## src/rtl/scratch_pkg.sv

```systemverilog
package scratch_pkg;

   // ram geometry
   localparam int MEM_AW = 8;
   localparam int DATA_W = 32;

   // address bit that selects the register space
   localparam int REG_SPACE_BIT = 10;

   typedef logic [DATA_W-1:0]   word_t;
   typedef logic [DATA_W/8-1:0] strb_t;
   typedef logic [11:0]         axil_addr_t;
   typedef logic [MEM_AW-1:0]   mem_addr_t;
   // word count, 0 to 256
   typedef logic [MEM_AW:0]     len_t;
   // register index, byte address bits 5:2
   typedef logic [3:0]          reg_ofs_t;
   typedef logic [1:0]          resp_t;

   // axi responses
   localparam resp_t RESP_OKAY   = 2'd0;
   localparam resp_t RESP_SLVERR = 2'd2;

   // register map, base 0x400
   localparam reg_ofs_t REG_CTRL   = 4'd0;
   localparam reg_ofs_t REG_BASE   = 4'd1;
   localparam reg_ofs_t REG_LEN    = 4'd2;
   localparam reg_ofs_t REG_FILL   = 4'd3;
   localparam reg_ofs_t REG_STATUS = 4'd4;
   localparam reg_ofs_t REG_RESULT = 4'd5;

   // ctrl bits
   localparam int CTRL_START_BIT = 0;
   localparam int CTRL_MODE_BIT  = 1;

   // status bits
   localparam int STAT_BUSY_BIT = 0;
   localparam int STAT_DONE_BIT = 1;

endpackage

```

## src/rtl/scratch_block_engine.sv

```systemverilog
`timescale 1ns/10ps

module scratch_block_engine
   import scratch_pkg::*;
(
   input  logic      clk_a,
   input  logic      rst_n,
   // job setup from the register block
   input  logic      start,
   input  logic      mode,
   input  mem_addr_t base,
   input  len_t      len,
   input  word_t     fill_value,
   // ram port b
   output mem_addr_t addr_b,
   output logic      en_b,
   output strb_t     we_b,
   output word_t     din_b,
   input  word_t     dout_b,
   // status
   output logic      busy,
   output logic      done,
   output word_t     result
);

   typedef enum logic [1:0] {
      ST_IDLE,
      ST_RUN,
      ST_DRAIN
   } eng_state_t;

   eng_state_t state;
   mem_addr_t  addr_q;
   // words still to issue
   len_t       cnt_q;
   // offset from base, feeds the fill pattern
   len_t       idx_q;
   logic       mode_q;
   // read data valid on dout_b
   logic       rd_v;
   logic       done_q;
   word_t      acc_q;

   assign busy   = (state != ST_IDLE);
   assign en_b   = (state == ST_RUN);
   // fill writes whole words
   assign we_b   = (state == ST_RUN && mode_q) ? '1 : '0;
   assign addr_b = addr_q;
   assign din_b  = fill_value + word_t'(idx_q);
   assign done   = done_q;
   assign result = acc_q;

   always_ff @(posedge clk_a) begin
      if (!rst_n) begin
         state  <= ST_IDLE;
         addr_q <= '0;
         cnt_q  <= '0;
         idx_q  <= '0;
         mode_q <= 1'b0;
         rd_v   <= 1'b0;
         done_q <= 1'b0;
         acc_q  <= '0;
      end else begin
         done_q <= 1'b0;
         // read data arrives one cycle behind its read
         rd_v   <= en_b & ~mode_q;
         if (rd_v) begin
            acc_q <= acc_q + dout_b;
         end
         case (state)
            ST_IDLE: begin
               if (start) begin
                  addr_q <= base;
                  cnt_q  <= len;
                  idx_q  <= '0;
                  mode_q <= mode;
                  // sum starts from zero, fill keeps the last sum
                  if (!mode) begin
                     acc_q <= '0;
                  end
                  state <= (len == '0) ? ST_DRAIN : ST_RUN;
               end
            end
            ST_RUN: begin
               // address wraps modulo the ram size
               addr_q <= addr_q + 1'b1;
               cnt_q  <= cnt_q - 1'b1;
               idx_q  <= idx_q + 1'b1;
               if (cnt_q == len_t'(1)) begin
                  if (mode_q) begin
                     state  <= ST_IDLE;
                     done_q <= 1'b1;
                  end else begin
                     // last word still in flight
                     state <= ST_DRAIN;
                  end
               end
            end
            ST_DRAIN: begin
               state  <= ST_IDLE;
               done_q <= 1'b1;
            end
            default: state <= ST_IDLE;
         endcase
      end
   end

endmodule

```

## config.mk

```make
export PLATFORM = sky130hd
export DESIGN_NAME = scratch_block_engine
export DESIGN_NICKNAME = d
export VERILOG_FILES = /design/src/rtl/scratch_pkg.sv /design/src/rtl/scratch_block_engine.sv
export SDC_FILE = /design/constraint.sdc
export NUM_CORES = 1
export LEC_CHECK = 0
export BUFFER_PORTS_ARGS = -buffer_cell sky130_fd_sc_hd__buf_2
export CELL_PAD_IN_SITES_DETAIL_PLACEMENT = 0
export CELL_PAD_IN_SITES_GLOBAL_PLACEMENT = 2
export CORE_MARGIN = 2
export CORE_UTILIZATION = 29
export DETAILED_ROUTE_END_ITERATION = 10
export GPL_TIMING_DRIVEN = 1
export PLACE_DENSITY = 0.87
export SETUP_SLACK_MARGIN = 0.5
export SYNTH_ARGS = -nofsm -noshare
export SYNTH_HDL_FRONTEND = slang
export SYNTH_SLANG_ARGS = --single-unit
```

## constraint.sdc

```tcl
create_clock -name clk_a -period 2.7 [get_ports clk_a]
set_input_delay 0.27 -clock clk_a [delete_from_list [all_inputs] [get_ports clk_a]]
set_output_delay 0.27 -clock clk_a [all_outputs]
set_load 0.1 [all_outputs]
```

Word-level counts from Yosys, hierarchy flattened
Cells that the tools add are included.

Register bits: 63. Word-level logic and storage cells: 47.

$add $sub $neg: 5. Equal/unequal tests: 5. Muxes and demuxes: 19. Bitwise gates (word level): 2. Reductions and logical operators: 8.

Operators by type and width (count): 32-bit 2-to-1 mux (4); 9-bit one-hot mux with 2 select lines (2); 32-bit adder (1); 32-bit by 9-bit adder with 32-bit output (1); 9-bit 2-to-1 mux (2); 8-bit one-hot mux with 2 select lines (1); 9-bit by 1-bit adder with 9-bit output, second input constant (1); 9-bit by 1-bit == test with 1-bit output, second input constant (1); 9-bit logical NOT (1); 9-bit by 1-bit subtractor with 9-bit output, second input constant (1); 8-bit by 1-bit adder with 8-bit output, second input constant (1); 2-bit 2-to-1 mux (4); 8-bit 2-to-1 mux (1); 2-bit AND reduction (3); 4-bit 2-to-1 mux (1); 2-bit one-hot mux with 2 select lines (1); 2-bit nonzero test (2); 2-bit by 1-bit == test with 1-bit output, second input constant (1); 2-bit == test, second input constant (1); 2-bit logical NOT (1); 1-bit 2-to-1 mux (2); 2-bit by 1-bit != test with 1-bit output, second input constant (1); 2-bit != test, second input constant (1); 1-bit one-hot mux with 2 select lines (1); other kinds (3) (3).

Logic depth before layout (Yosys ltp)
Depth after elaboration: 5. Depth in mapped cells: 12. Depth with buffers taken out: 12.

Worst setup path before layout
OpenSTA, ideal clock, no wires.

Kind: reg2out. Start point: register idx_q[0]. End point: output din_b[16]. Data arrival time: 3505 ps. Required time: 2430 ps. Path slack: -1075 ps. Cell stages (with the launch flop): 13. Path buffers: 0. Path through: dfxtp_1 -> ha_1 -> inv_1 -> fa_1 -> nor2b_1 -> o21ai_1 -> a21boi_1 -> o21a_1 -> nor2_1 -> o21bai_1 -> a21oi_2 -> nor3_1 -> xor2_1.

Longest elaborated chain between the ends: 1.

RTL lines: start, declared (line scratch_block_engine.sv:37) `len_t idx_q;`; start signal, assigned (line scratch_block_engine.sv:88) `idx_q <= idx_q + 1'b1;`; 32-bit by 9-bit adder with 32-bit output (line scratch_block_engine.sv:49) `assign din_b = fill_value + word_t'(idx_q);`; end, declared (line scratch_block_engine.sv:18) `output word_t din_b,`.

Every way passes these cells.

Worst setup path after layout
Start point: register idx_q[0]. End point: output din_b[26].

The elaborated chain is that of the path after synthesis.

==> impl_metrics.tcl <==
set metrics [dict create \
    min_path_type "in -> reg" \
    violations "setup timing" \
    cp-start-kind "register" \
    initial_core_util 0.298 \
    yosys_register_bits 63 \
    grt_pass1_vias 5582 \
    grt_start_max_net_pins 29 \
    critical_path_arrival_ns 2.90 \
    synth_ff_type "dfxtp_1" \
    synth_top_area_share 0.243 \
    final-hold-violation-count 0 \
    final_cells 1136 \
    powerDensity_nw_per_um2 450 \
    core-area_um2 17400 \
    post-route-drc-count 0 \
    multi_input_area_um2 5080 \
    synth_area_leader_cell "dfxtp_1" \
    hold-worst-slack_ns 0.206 \
    die_x_um 138 \
    rr_startpoint "result[16]" \
    synthesis.area_per_instance_um2 7.67 \
    ant_nets 0 \
    drive_above_1_share 0.485 \
    fin_nets 1040 \
    clk_pin_slew_ns 0.06 \
    async_flop_share 0 \
    drv_slew 0 \
    fmax_mhz 316 \
    worst_pin_slew_ns 0.656 \
    crit_path_end_kind "output port" \
    holdPathStages 3 \
    ff2ff_setup_slack_ns 0.26 \
    clock_sinks 63 \
    clk_latency_ns 0.34 \
    final-seq-area_um2 1360 \
    max-cap-violations 0 \
    fp.dieArea_um2 19000 \
    cts-root-buf "clkbuf_16" \
    synth_area_um2 5190 \
    avgRoutedWirePerCell_um 15.2 \
    totalPowerFinal_mw 4.12 \
    ys_seq_area_frac 0.243 \
    cp.required_ns 2.43 \
    period_needed_ns 3.17 \
    placedInstanceArea_um2 7720 \
    num_antenna_cells 0 \
    status "finished, violations left" \
    period_share 1.17 \
    min_to "addr_b[0]" \
    gp_congestion 0.841 \
    grt-ovfl-total 0 \
    cts_tree "yes" \
    h-tree-depth 3 \
    finClkSkew_ns 0.00689 \
    fin_area_um2 9140 \
    setup_viol 26 \
    io_pins 164 \
    synth_area_leaders "dfxtp_1, ha_1, a21oi_1" \
    synth-warning-count 0 \
    cts_buffers 9 \
    pre_cts_slack_ns -0.336 \
    path_max_fanout 8 \
    fin_ws_ns -0.469 \
    dr.pass1.iters 4 \
    ys_types 61 \
    hpwl_um 12700 \
    grt_pass1_wl_um 27100 \
    syn_inst 677 \
    wl_um 17300 \
    vias 5759 \
    syn_nets 811 \
    hp-start "base[0]" \
    postLayoutCoreUtil 0.525 \
    die_h_um 138 \
    reg2reg_depth 10 \
    area_delta_synth_final_pct 76.1 \
    rsz0062_at_grt "yes" \
    synth_edf_count 0 \
    timing.rr.end "result[31]" \
    dp_cells 1075 \
    vias_per_cell 5.07 \
    vdd_drop_max_mv 0.292 \
    dr.first_iter.drc_count 195 \
    final.setup.tns_ns -9.12 \
    io_buffers 163 \
    clockBufferDepth 2 \
    fill_cells 1592 \
    antenna_found_initial 0 \
    path_class "reg -> out" \
    crit_start "idx_q[0]" \
    rows 48 \
    grt_usage 0.179 \
    leakage_nw 4.04 \
    max_slew_margin 0.557 \
]
## cells by family (layout without fill, tap and decap cells)
group,Yosys count,after routing,synth area share
AOI/OAI and AO/OA,184,184,0.223
buffers and inverters,59,293,0.0468
xor gates and xnor gates,61,61,0.103
adders and majority gates,49,49,0.121
DFF,63,63,0.243
and+or+nand+nor,237,237,0.217
muxes,24,24,0.0463
## state kept, by name, summed over array words and instances (netlist names)
signal and flops:
result 32, cnt_q 9, idx_q 9, addr_b 8, state 2, done 1, mode_q 1, rd_v 1
## cells in the mapped netlist (all sizes together) (4+ instances only)
cell type and n:
ha 47, a21oi 65, nand3b 5, xnor2 33, nor3 14, and2 6
or3 4, and4 6, nor4 5, a31oi 5, a211oi 14, nand3 25
nor3b 4, mux2i 24, inv 34, dfxtp 63, nand2 57, o22ai 8
o21bai 7, clkbuf 15, nand2b 5, and3 4, nor2b 6, nand4 11
a21boi 4, xor2 28, buf 9, o21ai 41, a21o 15, nor2 81
o31ai 4
## routing by layer
layer  GRT usage  part of all wire  up-vias  routed length, µm
li1            -                 -     2881                  -
met1       0.235              0.45     2718               7780
met2       0.303              0.49      140               8440
met3      0.0305             0.049       20                846
met4      0.0465             0.014        0                243
met5           0                 0        -                  0
## report_power, final
part | internal, mW | total (mW) | switching, mW
logic | 0.562 | 1.71 | 1.14
registers | 0.992 | 1.07 | 0.0824
clock network | 0.859 | 1.33 | 0.476
## critical path: stages, from the launching register on
cell and delay, ns:
dfxtp_4 0.35, ha_4 0.13, inv_2 0.04, fa_2 0.34, nor2b_1 0.12, o21ai_1 0.09
a21boi_1 0.17, o21a_1 0.19, nor2_4 0.06, o21bai_4 0.19, a21oi_4 0.09, buf_12 0.17
nor3_4 0.24, xor2_4 0.18, buf_12 0.19
## cells in the final DEF, fill, tap and decap left out, drive strengths merged, types with 15 or more instances in the layout
cell	count
a21o	15
xor2	28
buf	242
o21ai	41
xnor2	33
nand3	25
nor2	81
mux2i	24
dfxtp	63
ha	47
inv	35
nand2	57
a21oi	65
## worst max path at each step
stage | end | cells past startpoint | slack, ns
finish | din_b[26] | 14 | -0.47
global route | din_b[26] | 14 | -0.60
CTS | din_b[20] | 14 | -0.43
detailed placement | din_b[14] | 12 | -0.34
global placement | din_b[12] | 12 | -0.24
floorplan | din_b[16] | 12 | -0.28
## timing repair
action / CTS / global route
pin swaps: 43 / 52
hold buffers: 0 / 0
setup buffers: 27 / 18
gates resized for setup: 73 / 63
setup endpoints to repair: 47 / 51
## area by class of cell
class / count / share of cell area
multi-input cells: 555 / 0.556
flip-flops and latches: 63 / 0.149
repair buffers: 242 / 0.212
clock buffers: 12 / 0.0316
clock inverters: 4 / 0.00616
well taps: 225 / 0.0308
inverters: 35 / 0.0144
Note: power is estimated with default switching activity, not from simulation.
