<file path="config.mk">
export PLATFORM = sky130hd
export DESIGN_NAME = scratch_regs
export DESIGN_NICKNAME = d
export VERILOG_FILES = /design/src/rtl/scratch_pkg.sv /design/src/rtl/scratch_regs.sv
export SDC_FILE = /design/constraint.sdc
export NUM_CORES = 1
export LEC_CHECK = 0
export BUFFER_PORTS_ARGS = -buffer_cell sky130_fd_sc_hd__buf_2
export CORE_MARGIN = 8
export CORE_UTILIZATION = 45
export CTS_CLUSTER_SIZE = 30
export DETAILED_ROUTE_END_ITERATION = 10
export HOLD_SLACK_MARGIN = 0.03
export PLACE_DENSITY = 0.72
export SYNTH_ARGS = -nofsm -noshare
export SYNTH_HDL_FRONTEND = slang
export SYNTH_SLANG_ARGS = --single-unit
</file>
<file path="constraint.sdc">
create_clock -name clk_a -period 2.7 [get_ports clk_a]
set_input_delay 0.405 -clock clk_a [delete_from_list [all_inputs] [get_ports clk_a]]
set_output_delay 0.405 -clock clk_a [all_outputs]
set_load 0.1 [all_outputs]
</file>
<file path="src/rtl/scratch_pkg.sv">
package scratch_pkg;

   // ram geometry
   localparam int MEM_AW = 8;
   localparam int DATA_W = 32;

   // address bit that selects the register space
   localparam int REG_SPACE_BIT = 10;

   typedef logic [DATA_W-1:0]   word_t;
   typedef logic [DATA_W/8-1:0] strb_t;
   typedef logic [11:0]         axil_addr_t;
   typedef logic [MEM_AW-1:0]   mem_addr_t;
   // word count, 0 to 256
   typedef logic [MEM_AW:0]     len_t;
   // register index, byte address bits 5:2
   typedef logic [3:0]          reg_ofs_t;
   typedef logic [1:0]          resp_t;

   // axi responses
   localparam resp_t RESP_OKAY   = 2'd0;
   localparam resp_t RESP_SLVERR = 2'd2;

   // register map, base 0x400
   localparam reg_ofs_t REG_CTRL   = 4'd0;
   localparam reg_ofs_t REG_BASE   = 4'd1;
   localparam reg_ofs_t REG_LEN    = 4'd2;
   localparam reg_ofs_t REG_FILL   = 4'd3;
   localparam reg_ofs_t REG_STATUS = 4'd4;
   localparam reg_ofs_t REG_RESULT = 4'd5;

   // ctrl bits
   localparam int CTRL_START_BIT = 0;
   localparam int CTRL_MODE_BIT  = 1;

   // status bits
   localparam int STAT_BUSY_BIT = 0;
   localparam int STAT_DONE_BIT = 1;

endpackage

</file>
<file path="src/rtl/scratch_regs.sv">
`timescale 1ns/10ps

module scratch_regs
   import scratch_pkg::*;
(
   input  logic      clk_a,
   input  logic      rst_n,
   // strobes from the axi slave
   input  logic      reg_wr,
   input  logic      reg_rd,
   input  reg_ofs_t  reg_ofs,
   input  word_t     reg_wdata,
   output word_t     reg_rdata,
   output logic      reg_err,
   // engine side
   input  logic      busy,
   input  logic      done,
   input  word_t     result,
   output logic      start,
   output logic      mode,
   output mem_addr_t base,
   output len_t      len,
   output word_t     fill_value
);

   logic      bad_ofs;
   logic      ctrl_wr;
   logic      mode_q;
   logic      start_q;
   logic      done_q;
   logic      rd_err_q;
   mem_addr_t base_q;
   len_t      len_q;
   word_t     fill_q;
   word_t     result_q;
   word_t     rd_mux;
   word_t     rd_data_q;

   // index past RESULT is unmapped
   assign bad_ofs = (reg_ofs > REG_RESULT);
   // ctrl writes ignored while a job runs
   assign ctrl_wr = reg_wr & (reg_ofs == REG_CTRL) & ~busy;

   // write error now, read error one edge after reg_rd
   assign reg_err = reg_wr ? bad_ofs : rd_err_q;

   always_comb begin
      rd_mux = '0;
      case (reg_ofs)
         REG_CTRL:   rd_mux[CTRL_MODE_BIT] = mode_q;
         REG_BASE:   rd_mux = word_t'(base_q);
         REG_LEN:    rd_mux = word_t'(len_q);
         REG_FILL:   rd_mux = fill_q;
         REG_STATUS: begin
            rd_mux[STAT_BUSY_BIT] = busy;
            rd_mux[STAT_DONE_BIT] = done_q;
         end
         REG_RESULT: rd_mux = result_q;
         default:    rd_mux = '0;
      endcase
   end

   always_ff @(posedge clk_a) begin
      if (!rst_n) begin
         base_q   <= '0;
         len_q    <= '0;
         fill_q   <= '0;
         mode_q   <= 1'b0;
         start_q  <= 1'b0;
         done_q   <= 1'b0;
         result_q <= '0;
         rd_err_q <= 1'b0;
      end else begin
         // start pulse, one cycle
         start_q <= ctrl_wr & reg_wdata[CTRL_START_BIT];
         if (ctrl_wr) begin
            mode_q <= reg_wdata[CTRL_MODE_BIT];
         end
         if (reg_wr) begin
            case (reg_ofs)
               REG_BASE: base_q <= reg_wdata[MEM_AW-1:0];
               REG_LEN:  len_q  <= reg_wdata[$bits(len_t)-1:0];
               REG_FILL: fill_q <= reg_wdata;
               default:  fill_q <= fill_q;
            endcase
         end
         // sticky done, cleared by the next start
         if (start_q) begin
            done_q <= 1'b0;
         end else if (done) begin
            done_q <= 1'b1;
         end
         if (done) begin
            result_q <= result;
         end
         if (reg_rd) begin
            rd_err_q <= bad_ofs;
         end
      end
   end

   // registered read, same latency as the ram
   always_ff @(posedge clk_a) begin
      if (reg_rd) begin
         rd_data_q <= rd_mux;
      end
   end

   assign reg_rdata  = rd_data_q;
   assign start      = start_q;
   assign mode       = mode_q;
   assign base       = base_q;
   assign len        = len_q;
   assign fill_value = fill_q;

endmodule

</file>
**After elaboration in Yosys (flattened, before gate mapping)**

Cells that the tools add are included.

- Div/mod/pow operators: 0
- Eq/ne operators: 5
- Reduce and logical (&&, ||, !) cells: 5
- Mux-type cells: 4
- Order comparisons: 1
- Add/sub/neg operators: 0
- Bitwise operators: 5
- Shifts and indexed selects: 0
- Multipliers: 0

Operators by type and width:

| cell | count |
|---|---|
| one-hot mux 30 bit (4 select lines) | 1 |
| equality test 4 x 2 -> 1 bit (second input constant) | 2 |
| equality test 4 x 3 -> 1 bit (second input constant) | 2 |
| one-hot mux 1 bit (6 select lines) | 1 |
| AND reduction 2 bit | 3 |
| one-hot mux 1 bit (5 select lines) | 1 |
| equality test 4 x 1 -> 1 bit (second input constant) | 1 |
| greater-than comparator 4 x 3 -> 1 bit (second input constant) | 1 |
| logical NOT 4 bit | 1 |
| bitwise AND 1 bit | 3 |
| inverter 1 bit | 2 |
| OR reduction 2 bit | 1 |
| two-way mux 1 bit | 1 |

- Bits in read-only memories: 0
- Output and inout port bits: 84
- Bits in latches: 0
- Flip-flop bits (word level): 117
- Memories: 0
- Input port bits: 74
- RAM bits: 0

**Depth between registers and ports, before layout**

- Depth in word-level cells: 4
- Gate-level depth with buffers: 6

**Worst setup path before layout**

No wires, ideal clock.

- Path type: in2out
- Start: in reg_ofs[2]
- End: out reg_err
- Stages on the path: 4
- Arrival time: 2.308 ns
- Data required time: 2.295 ns
- Path slack: -0.013 ns
- Path through: buf_4 > buf_4 > a21oi_1 > a21oi_1

- Longest elaborated chain between the ends: 2

RTL lines:

| what | RTL line | RTL |
|---|---|---|
| start, declared | scratch_regs.sv:11 | `input reg_ofs_t reg_ofs,` |
| greater-than comparator 4 x 3 -> 1 bit | scratch_regs.sv:40 | `assign bad_ofs = (reg_ofs > REG_RESULT);` |
| two-way mux 1 bit | scratch_regs.sv:45 | `assign reg_err = reg_wr ? bad_ofs : rd_err_q;` |
| end, declared | scratch_regs.sv:14 | `output logic reg_err,` |

No other way between the ends.

**Worst setup path in the final report**

Same ends and word-level chain as after synthesis.

==> results.sh <==
export IMPL_status="complete, no violations"
export IMPL_wl_um=14080
export IMPL_fin_util_pct=60.17
export IMPL_place_congestion=0.8335
export IMPL_path_class="input pin to output pin"
export IMPL_tns_ps=0
export IMPL_coreArea_sq_mm=0.01032
export IMPL_start_util_pct=46.32
export IMPL_cts_sinks=117
export IMPL_insertion_delay_ps=500
export IMPL_overflow=0
export IMPL_die_area_sq_mm=0.01418
export IMPL_ant_nets=0
export IMPL_maxSlewViolCount=0
export IMPL_syn_avg_cell_area_sq_um=10.56
export IMPL_synth_fp_nets=527
export IMPL_clock_skew_ps=5.348
export IMPL_num_io_pins=158
export IMPL_min_period_ps=2023
export IMPL_grt_use_total_pct=19.75
export IMPL_hpwl_um=9599
export IMPL_drc_errors=0
export IMPL_nNetsFinal=669
export IMPL_seq_area_frac_synth_pct=55.68
export IMPL_cts_buffers=17
export IMPL_grt_pass1_vias=4353
export IMPL_grt_busiest_layer="met2"
export IMPL_htreeDepth=4
export IMPL_power_density_mw_per_mm2=776.8
export IMPL_tightest_slew_ps=909.8
export IMPL_cts_root_buf="clkbuf_8"
export IMPL_met3_usage_pct=5.668
export IMPL_dr_pass1_iters=5
export IMPL_grt_util_met2_pct=34.39
export IMPL_fmax_mhz=494.4
export IMPL_die_height_um=119.1
export IMPL_final_common_cell="buf_2"
export IMPL_startpoint="reg_ofs[2]"
export IMPL_vias=4120
export IMPL_rows=37
export IMPL_met1_usage_pct=22.25
export IMPL_cp_max_fo=16
export IMPL_cts_setup_buffers=0
export IMPL_grt_start_max_net_pins=51
export IMPL_cts_resized_gates=0
export IMPL_synth_area_leader_cell="dfxtp_1"
export IMPL_yosysWarnings=0
export IMPL_worst_setup_path_end_kind="output pin"
export IMPL_rsz0062_at_grt="false"
export IMPL_ir_drop_uv=414.1
export IMPL_antenna_found_initial=0
export IMPL_syn_inst=453
export IMPL_cts_tree="built"
export IMPL_hold_ws_ps=146.8
export IMPL_avgViaCountPerCell=5.538
export IMPL_avgRoutedWirePerCell_um=18.92
export IMPL_die_x_um=119.1
export IMPL_hp_class="input pin to register"
export IMPL_max_cap_viol_count=0
export IMPL_cp_required_ps=2300
export IMPL_crit_arrival_ps=1620
export IMPL_cp_start_kind="input pin"
export IMPL_cts_hold_buf=0
export IMPL_grt_pass1_wl_um=22540
export IMPL_synth_top_area_share_pct=35.58
export IMPL_synth_seq_cells=117
export IMPL_n_antenna_cell=0
export IMPL_synth_distinct_cells=37
export IMPL_drive_above_1_share_pct=37.01
export IMPL_dr_first_iter_drc_count=343
export IMPL_syn_area_sq_mm=0.004782
export IMPL_period_share_pct=74.91
export IMPL_reg2reg_from="base[0]$_SDFFE_PN0P_"
export IMPL_setup_viol=0
export IMPL_clockBufferDepth=2
export IMPL_area_delta_synth_final_pct=29.91
export IMPL_final_cell_mix="buf_2, dfxtp_1, a21oi_1, nand3_1"
export IMPL_p_leak_uw=0.002704
export IMPL_clk_pin_slew_worst_paths_ps=60
export IMPL_min_delay_start="result[19]"
export IMPL_synth_area_leaders="dfxtp_1, edfxtp_1, mux2i_1"
export IMPL_hold_violations=0
export IMPL_io_buffers=157
export IMPL_max_slew_margin_pct=39.15
## worst paths after layout
check,endpoint,slack [ps],depth (start not counted)
max reg2reg,reg_rdata[0]$_DFFE_PP_,1530,3
max,reg_err,680,4
min reg2reg,done_q$_SDFFE_PP0P_,450,1
min,result_q[19]$_SDFFE_PN0P_,150,3
## power by group
group | internal (uW) | switching, uW
Combinational | 124 | 409
Clock | 1610 | 792
Sequential | 1860 | 29.2
Total | 3600 | 1230
## cell type report
class                           instances  area [sq um]
Inverter                                3         11.26
Clock inverter                         14         205.2
Tap cell                              136         170.2
Fill cell                             888          4111
Clock buffer                           18         427.9
Sequential cell                       117          2663
Multi-Input combinational cell        289          1874
Timing Repair Buffer                  167         860.8
## layer usage
layer,vias up,part of all wire [%]
met3,19,6.8
met4,0,1.5
met5,-,0
li1,1942,-
met1,1990,40
met2,169,51
## cell usage after synthesis
cell type,number
dfxtp_1,85
a21oi_1,53
nand3_1,50
mux2i_1,49
o21ai_0,49
nor2_1,35
edfxtp_1,32
clkbuf_1,20
a22o_2,18
buf_2,13
o22ai_1,6
a22o_1,5
buf_6,4
inv_1,3
buf_1,2
buf_4,2
buf_8,2
nand2_1,2
nand2b_1,2
nor2b_1,2
nor3_1,2
or3b_1,2
a211oi_1,1
and2_1,1
and4_1,1
dlymetal6s2s_1,1
nor2_8,1
nor3_2,1
nor3b_2,1
o221ai_2,1
o22a_2,1
o2bb2ai_1,1
o32a_2,1
o41ai_1,1
o41ai_2,1
or3b_4,1
or4_1,1
## critical path, cell delays in order
cell and delay, ps:
buf_2 390, a21oi_1 190, a21oi_2 180, buf_2 450
## cells by family after synthesis
group                  count (synthesis)  synth area share, %
muxes                                 49                10.26
and+or+nand+nor                      102                10.83
AOI/OAI and AO/OA                    138                17.77
buffers and inverters                 47                5.468
DFF                                  117                55.68
## registers in the layout (all words and copies together), names as in the netlist
| signal | flops |
|---|---|
| len | 9 |
| rd_err_q | 1 |
| start | 1 |
| mode | 1 |
| fill_value | 32 |
| reg_rdata | 32 |
| base | 8 |
| done_q | 1 |
| result_q | 32 |
## per-stage QoR
stage	instances	worst slack [ps]	cell area [sq um]	total power (uW)
after floorplan	453	601.0	4786	2313
after global placement	712	660.1	5579	2450
after detailed placement	712	651.5	5579	2459
after CTS	744	642.7	6212	4855
after global routing	744	624.8	6212	4968
final	744	677.5	6212	4826
Note: power is estimated with default switching activity, not from simulation.
