--- src/rtl/scratch_pkg.sv ---
package scratch_pkg;

   // ram geometry
   localparam int MEM_AW = 8;
   localparam int DATA_W = 32;

   // address bit that selects the register space
   localparam int REG_SPACE_BIT = 10;

   typedef logic [DATA_W-1:0]   word_t;
   typedef logic [DATA_W/8-1:0] strb_t;
   typedef logic [11:0]         axil_addr_t;
   typedef logic [MEM_AW-1:0]   mem_addr_t;
   // word count, 0 to 256
   typedef logic [MEM_AW:0]     len_t;
   // register index, byte address bits 5:2
   typedef logic [3:0]          reg_ofs_t;
   typedef logic [1:0]          resp_t;

   // axi responses
   localparam resp_t RESP_OKAY   = 2'd0;
   localparam resp_t RESP_SLVERR = 2'd2;

   // register map, base 0x400
   localparam reg_ofs_t REG_CTRL   = 4'd0;
   localparam reg_ofs_t REG_BASE   = 4'd1;
   localparam reg_ofs_t REG_LEN    = 4'd2;
   localparam reg_ofs_t REG_FILL   = 4'd3;
   localparam reg_ofs_t REG_STATUS = 4'd4;
   localparam reg_ofs_t REG_RESULT = 4'd5;

   // ctrl bits
   localparam int CTRL_START_BIT = 0;
   localparam int CTRL_MODE_BIT  = 1;

   // status bits
   localparam int STAT_BUSY_BIT = 0;
   localparam int STAT_DONE_BIT = 1;

endpackage

--- src/rtl/scratch_axil_slave.sv ---
`timescale 1ns/10ps

module scratch_axil_slave
   import scratch_pkg::*;
(
   input  logic       clk_a,
   input  logic       rst_n,
   // write address and data
   input  axil_addr_t awaddr,
   input  logic       awvalid,
   output logic       awready,
   input  word_t      wdata,
   input  strb_t      wstrb,
   input  logic       wvalid,
   output logic       wready,
   // write response
   output resp_t      bresp,
   output logic       bvalid,
   input  logic       bready,
   // read address and data
   input  axil_addr_t araddr,
   input  logic       arvalid,
   output logic       arready,
   output word_t      rdata,
   output resp_t      rresp,
   output logic       rvalid,
   input  logic       rready,
   // ram port a
   output mem_addr_t  addr_a,
   output logic       en_a,
   output strb_t      we_a,
   output word_t      din_a,
   input  word_t      dout_a,
   // register block strobes
   output logic       reg_wr,
   output logic       reg_rd,
   output reg_ofs_t   reg_ofs,
   output word_t      reg_wdata,
   input  word_t      reg_rdata,
   input  logic       reg_err
);

   // target decode, high means register space
   logic wr_reg;
   logic rd_reg;
   // handshakes
   logic ar_hs;
   logic wr_go;
   logic wr_block;
   // read pipeline
   logic rd_p1;
   logic rd_p2;
   logic rd_is_reg;

   assign wr_reg = awaddr[REG_SPACE_BIT];
   assign rd_reg = araddr[REG_SPACE_BIT];

   // one read in flight at a time
   assign arready = ~(rd_p1 | rd_p2 | rvalid);
   assign ar_hs   = arvalid & arready;

   // a write yields to a read that needs the same target this cycle,
   // and to a register read whose reg_err is still due
   assign wr_block = (ar_hs & (rd_reg == wr_reg)) | (rd_p1 & rd_is_reg & wr_reg);

   // aw and w taken together, only with no response pending
   assign wr_go   = awvalid & wvalid & ~bvalid & ~wr_block;
   assign awready = wr_go;
   assign wready  = wr_go;

   // ram port a, read has the port when both want it
   assign en_a   = (ar_hs & ~rd_reg) | (wr_go & ~wr_reg);
   assign we_a   = (wr_go & ~wr_reg) ? wstrb : '0;
   assign addr_a = (ar_hs & ~rd_reg) ? araddr[MEM_AW+1:2] : awaddr[MEM_AW+1:2];
   assign din_a  = wdata;

   // register strobes, single cycle
   assign reg_rd    = ar_hs & rd_reg;
   assign reg_wr    = wr_go & wr_reg;
   assign reg_ofs   = reg_rd ? araddr[$bits(reg_ofs_t)+1:2] : awaddr[$bits(reg_ofs_t)+1:2];
   assign reg_wdata = wdata;

   // write response
   always_ff @(posedge clk_a) begin
      if (!rst_n) begin
         bvalid <= 1'b0;
         bresp  <= RESP_OKAY;
      end else begin
         if (wr_go) begin
            bvalid <= 1'b1;
            // reg_err answers a write in the same cycle
            bresp  <= (wr_reg & reg_err) ? RESP_SLVERR : RESP_OKAY;
         end else if (bready) begin
            bvalid <= 1'b0;
         end
      end
   end

   // read pending flags and response
   always_ff @(posedge clk_a) begin
      if (!rst_n) begin
         rd_p1     <= 1'b0;
         rd_p2     <= 1'b0;
         rd_is_reg <= 1'b0;
         rvalid    <= 1'b0;
         rresp     <= RESP_OKAY;
      end else begin
         rd_p1 <= ar_hs;
         rd_p2 <= rd_p1;
         if (ar_hs) begin
            rd_is_reg <= rd_reg;
         end
         // ram and register data both valid one edge after the strobe
         if (rd_p1) begin
            rresp <= (rd_is_reg & reg_err) ? RESP_SLVERR : RESP_OKAY;
         end
         if (rd_p2) begin
            rvalid <= 1'b1;
         end else if (rready) begin
            rvalid <= 1'b0;
         end
      end
   end

   // read data, zero on a register error
   always_ff @(posedge clk_a) begin
      if (rd_p1) begin
         if (rd_is_reg) begin
            rdata <= reg_err ? '0 : reg_rdata;
         end else begin
            rdata <= dout_a;
         end
      end
   end

endmodule

--- config.mk ---
export PLATFORM = sky130hd
export DESIGN_NAME = scratch_axil_slave
export DESIGN_NICKNAME = d
export VERILOG_FILES = /design/src/rtl/scratch_pkg.sv /design/src/rtl/scratch_axil_slave.sv
export SDC_FILE = /design/constraint.sdc
export NUM_CORES = 1
export LEC_CHECK = 0
export BUFFER_PORTS_ARGS = -buffer_cell sky130_fd_sc_hd__buf_2
export CORE_AREA = 5 5 96 98
export DETAILED_ROUTE_END_ITERATION = 12
export DIE_AREA = 0 0 101 103
export PLACE_DENSITY = 0.74
export SKIP_CTS_REPAIR_TIMING = 1
export SLEW_MARGIN = 20
export SYNTH_ARGS = -nofsm -noshare
export SYNTH_HDL_FRONTEND = slang
export SYNTH_SLANG_ARGS = --single-unit
--- constraint.sdc ---
create_clock -name clk_a -period 3.7 [get_ports clk_a]
set_input_delay 0.185 -clock clk_a [delete_from_list [all_inputs] [get_ports clk_a]]
set_output_delay 0.185 -clock clk_a [all_outputs]
set_load 0.02 [all_outputs]
# [Word-level counts from Yosys, hierarchy flattened]
# Index checks and enable logic that the tools add are counted.
[word_totals] input_bits=132 wordCells=44 latch_bits=0 n_memories=0 mem_bits_rw=0 out_inout_bits=124 regBits=41 mem_bits_ro=0
[classes] shift=0 n_reduce_logical=2 mux=11 addsub=0 order_cmp=0 bitwise=22 div=0 mul=0 n_eq_ne=1
[op_table] op="$mux W32" count=2
[op_table] op="$and A1 B1 Y1" count=13
[op_table] op="$mux W4" count=2
[op_table] op="$mux W8" count=1
[op_table] op="$not A1 Y1" count=5
[op_table] op="$mux W1" count=4
[op_table] op="$mux W2" count=2
[op_table] op="$or A1 B1 Y1" count=4
[op_table] op="$reduce_bool A2 Y1" count=2
[op_table] op="$eq A1 B1 Y1" count=1

# [Depth between registers and ports, before layout]
[depth] ltp_word=10 depth_mapped=5 depth_no_buf=3

# [Worst setup path before layout]
# Ideal clock, no wire load.
[synth_timing] path_type="reg-to-output" start="register rd_p1" end="output reg_wr" arrival_time_ns=2.061 path_slack_ns=1.454 stages_incl_launch_ff=4 n_path_buf=0 path_cell_list="dfxtp_1 nor4b_4 a211oi_2 and2_1"
[synth_via] elab_chain_len=9 elab_cells_between_ends=11
[synth_lines] item="start, declared" line="scratch_axil_slave.sv:51" source="logic rd_p1;"
[synth_lines] item="start signal, assigned" line="scratch_axil_slave.sv:108" source="rd_p1 <= ar_hs;"
[synth_lines] item="$or A1 B1 Y1 (2 in a row)" line="scratch_axil_slave.sv:59" source="assign arready = ~(rd_p1 | rd_p2 | rvalid);"
[synth_lines] item="$not A1 Y1" line="scratch_axil_slave.sv:59"
[synth_lines] item="$and A1 B1 Y1" line="scratch_axil_slave.sv:60" source="assign ar_hs = arvalid & arready;"
[synth_lines] item="$and A1 B1 Y1" line="scratch_axil_slave.sv:64" source="assign wr_block = (ar_hs & (rd_reg == wr_reg)) | (rd_p1 & rd_is_reg & wr_reg);"
[synth_lines] item="$or A1 B1 Y1 (*)" line="scratch_axil_slave.sv:64"
[synth_lines] item="$not A1 Y1 (*)" line="scratch_axil_slave.sv:67" source="assign wr_go = awvalid & wvalid & ~bvalid & ~wr_block;"
[synth_lines] item="$and A1 B1 Y1 (*)" line="scratch_axil_slave.sv:67"
[synth_lines] item="named net awready" line="scratch_axil_slave.sv:11" source="output logic awready,"
[synth_lines] item="$and A1 B1 Y1 (*)" line="scratch_axil_slave.sv:79" source="assign reg_wr = wr_go & wr_reg;"
[synth_lines] item="end, declared" line="scratch_axil_slave.sv:35" source="output logic reg_wr,"
# The timed path passes the listed nets; every way through them passes the cells marked *.

# [Worst setup path after layout]
[layout_timing] start="register rd_p1" end="output addr_a[2]"
[layout_via] elab_chain_len=6
[layout_lines] item="$or A1 B1 Y1 (2 in a row)" line="scratch_axil_slave.sv:59"
[layout_lines] item="$not A1 Y1" line="scratch_axil_slave.sv:59"
[layout_lines] item="$and A1 B1 Y1" line="scratch_axil_slave.sv:60"
[layout_lines] item="$and A1 B1 Y1" line="scratch_axil_slave.sv:74" source="assign addr_a = (ar_hs & ~rd_reg) ? araddr[MEM_AW+1:2] : awaddr[MEM_AW+1:2];"
[layout_lines] item="$mux W8" line="scratch_axil_slave.sv:74"
[layout_lines] item="end, declared" line="scratch_axil_slave.sv:29" source="output mem_addr_t addr_a,"
# No other way between the ends.

==> run summary <==
R2R Path Start - rd_p1
Worst setup startpoint - rd_p1
Initial Utilization - 0.2864
Mapped Avg Cell Area - 9.448 um^2
CP Capture Type - output port
PwrDens - 366.9 nW/um^2
fin. max-slew vios - 0
Root Buffer - clkbuf_8
FFs w/ async S/R, synth - 0
Crit-path slowest cell - nor2b_1
final wirelength - 7100 um
critical-path maximum fanout - 38
most frequent cells in the layout - buf_2 (151), nand2_1 (34), inv_1 (33), edfxtp_1 (32), o21ai_0 (31)
Ports - 256
Cells after DPL - 440
vias in the first global route - 1,815
Yosys top cell by area - edfxtp_1
FF+latch count, synth - 39
Main synth FF type - edfxtp_1
CP required - 3.51 ns
post-place instance area - 2773 um^2
YS warnings - 0
Mapped Cells - 254
Congestion Overflow GR - 0
setup violation total in the final timing report - 0
worst-path cell chain - nor4b_4, nor2b_1, mux2_2, buf_2
H-tree depth - 2
Leakage - 1.399 nW
Final Power - 0.001057 W
CTS sink count - 39
PortBufs - 151
Period Utilization, post-route - 0.7578
Filler cells - 850
Arrival @ worst endpoint - 2.62 ns
diode count - 0
Detailed Place HPWL - 6142 um
Initial DRC Count - 82
Max Cap Viol - 0
Final nets - 471
Via density - 4.299
Chip Width - 101 um
wire per inst - 15.85 um
Finished Cell Area - 2880 um^2
DIE HEIGHT - 103 um
Top reg by flops - rdata
initial antenna violation count - 0
CTS Buf Count - 5
clk buf depth - 2
core area - 8381 um^2
hold_sp - reg_rdata[3]
antenna-violating nets left - 0
area grow syn2layout - 20.02%
Post-synth EDFFs - 32
first-pass GRT wire length - 9867 um
First-pass DRT Iterations - 4
Syn Std Cell Area - 2400 um^2
Total GRT Usage - 0.1271
nature of the critical path startpoint - flip-flop
CP Class - reg2out
Slew Limit Headroom - 0.4299
register area share after synthesis - 0.4588
layout cell share with drive strength beyond 1 - 0.5176
TritonCTS clock tree - done
synth top area cells - edfxtp_1 (40%), buf_4 (21%), o21ai_0 (6.5%)
row cnt - 34
Yosys top cell area share - 0.4004
RSZ-0062 raised after global routing - false
pin count of the biggest net entering global routing - 39
DRC - 0
TNS Setup - 0 ns
status - finished, final reports clean
Clk Latency, worst-skew pair - 0.28 ns
Slew @ Worst Pin - 0.8551 ns
Fin. Hold Viols - 0
DR vias - 1,926
maximum VDD drop - 0.0001342 V
die area - 10,400 um^2
crit-path max cell delay - 0.72 ns
worst hold-check path type - in2reg
Reg clk slew, reported paths - 0.07 ns
Synth cell types - 26
Worst Skew - 0.003864 ns
number of flip-flops in the largest register - 32
RePlAce Congestion - 0.7773
commonest non-fill, non-tap cell in the layout - buf_2
final std cells w/o fill - 448
Tmin final - 2.804 ns
fmax - 356.7 MHz
routing by layer:
| layer | vias to the layer above | part of all wire | global-route usage |
|---|---|---|---|
| li1 | 914 | - | - |
| met4 | 0 | 0.014 | 0.04499 |
| met2 | 173 | 0.54 | 0.2466 |
| met1 | 833 | 0.30 | 0.1210 |
| met3 | 6 | 0.15 | 0.04939 |
| met5 | - | 0 | 0 |
per-stage QoR:
step                        util  setup slack, ns  hold WS [ns]
after floorplan                -            1.454        0.3025
after detailed placement  0.3308            1.146        0.3702
after global placement    0.3302            1.176        0.3702
final                     0.3437           0.8961        0.1775
after global routing      0.3437           0.7077        0.1858
after CTS                 0.3437           0.8064        0.1653
worst paths after layout:
| kind | end | slack [ns] | cells past startpoint |
|---|---|---|---|
| setup / recovery | addr_a[2] | 0.90 | 4 |
| setup reg to reg | bresp[1] | 2.02 | 3 |
| hold / removal | rdata[3] | 0.18 | 3 |
| hold reg to reg | bresp[1] | 0.47 | 2 |
cell usage after synthesis (2+ instances only):
master	n
clkbuf_1	6
and2_1	7
nand2b_1	2
nor2b_1	4
a21boi_0	2
nand3_1	2
buf_4	68
edfxtp_1	32
o21a_1	2
nand2_1	34
inv_1	33
mux2_2	12
dfxtp_1	7
o21ai_0	31
critical path: cells and delay by family (launching register included):
family        cells  cell delay (ns)
flops             1             0.58
simple gates      2             1.17
buf+inv           1             0.16
mux               1             0.42
final cells by class:
type,instances,area [um^2],area share
Inverter,33,123.9,0.04301
Sequential cell,39,1102,0.3827
Timing Repair Buffer,152,763.2,0.2650
Clock buffer,5,68.82,0.02389
Multi-Input combinational cell,108,648.1,0.2250
Clock inverter,3,38.79,0.01347
Tap cell,108,135.1,0.04692
cell families (layout without fill, tap and decap cells):
group / count (synthesis) / count (layout) / share of synthesized area
xor+xnor: 1 / 1 / 0.003650
mux: 13 / 13 / 0.06048
flops: 39 / 39 / 0.4588
compound gates: 38 / 38 / 0.08811
simple gates: 54 / 54 / 0.1116
other cells: 1 / 2 / 0.001563
buf+inv: 108 / 193 / 0.2758
report_power, final:
group	total [W]	internal [W]	leakage, nW	switching, W
registers	0.000519	0.000504	0.356	0.0000152
clock network	0.000332	0.000197	0.0556	0.000135
logic	0.000205	0.0000895	0.988	0.000116
total	0.00106	0.000791	1.40	0.000266
(Power assumes the default switching activity.)
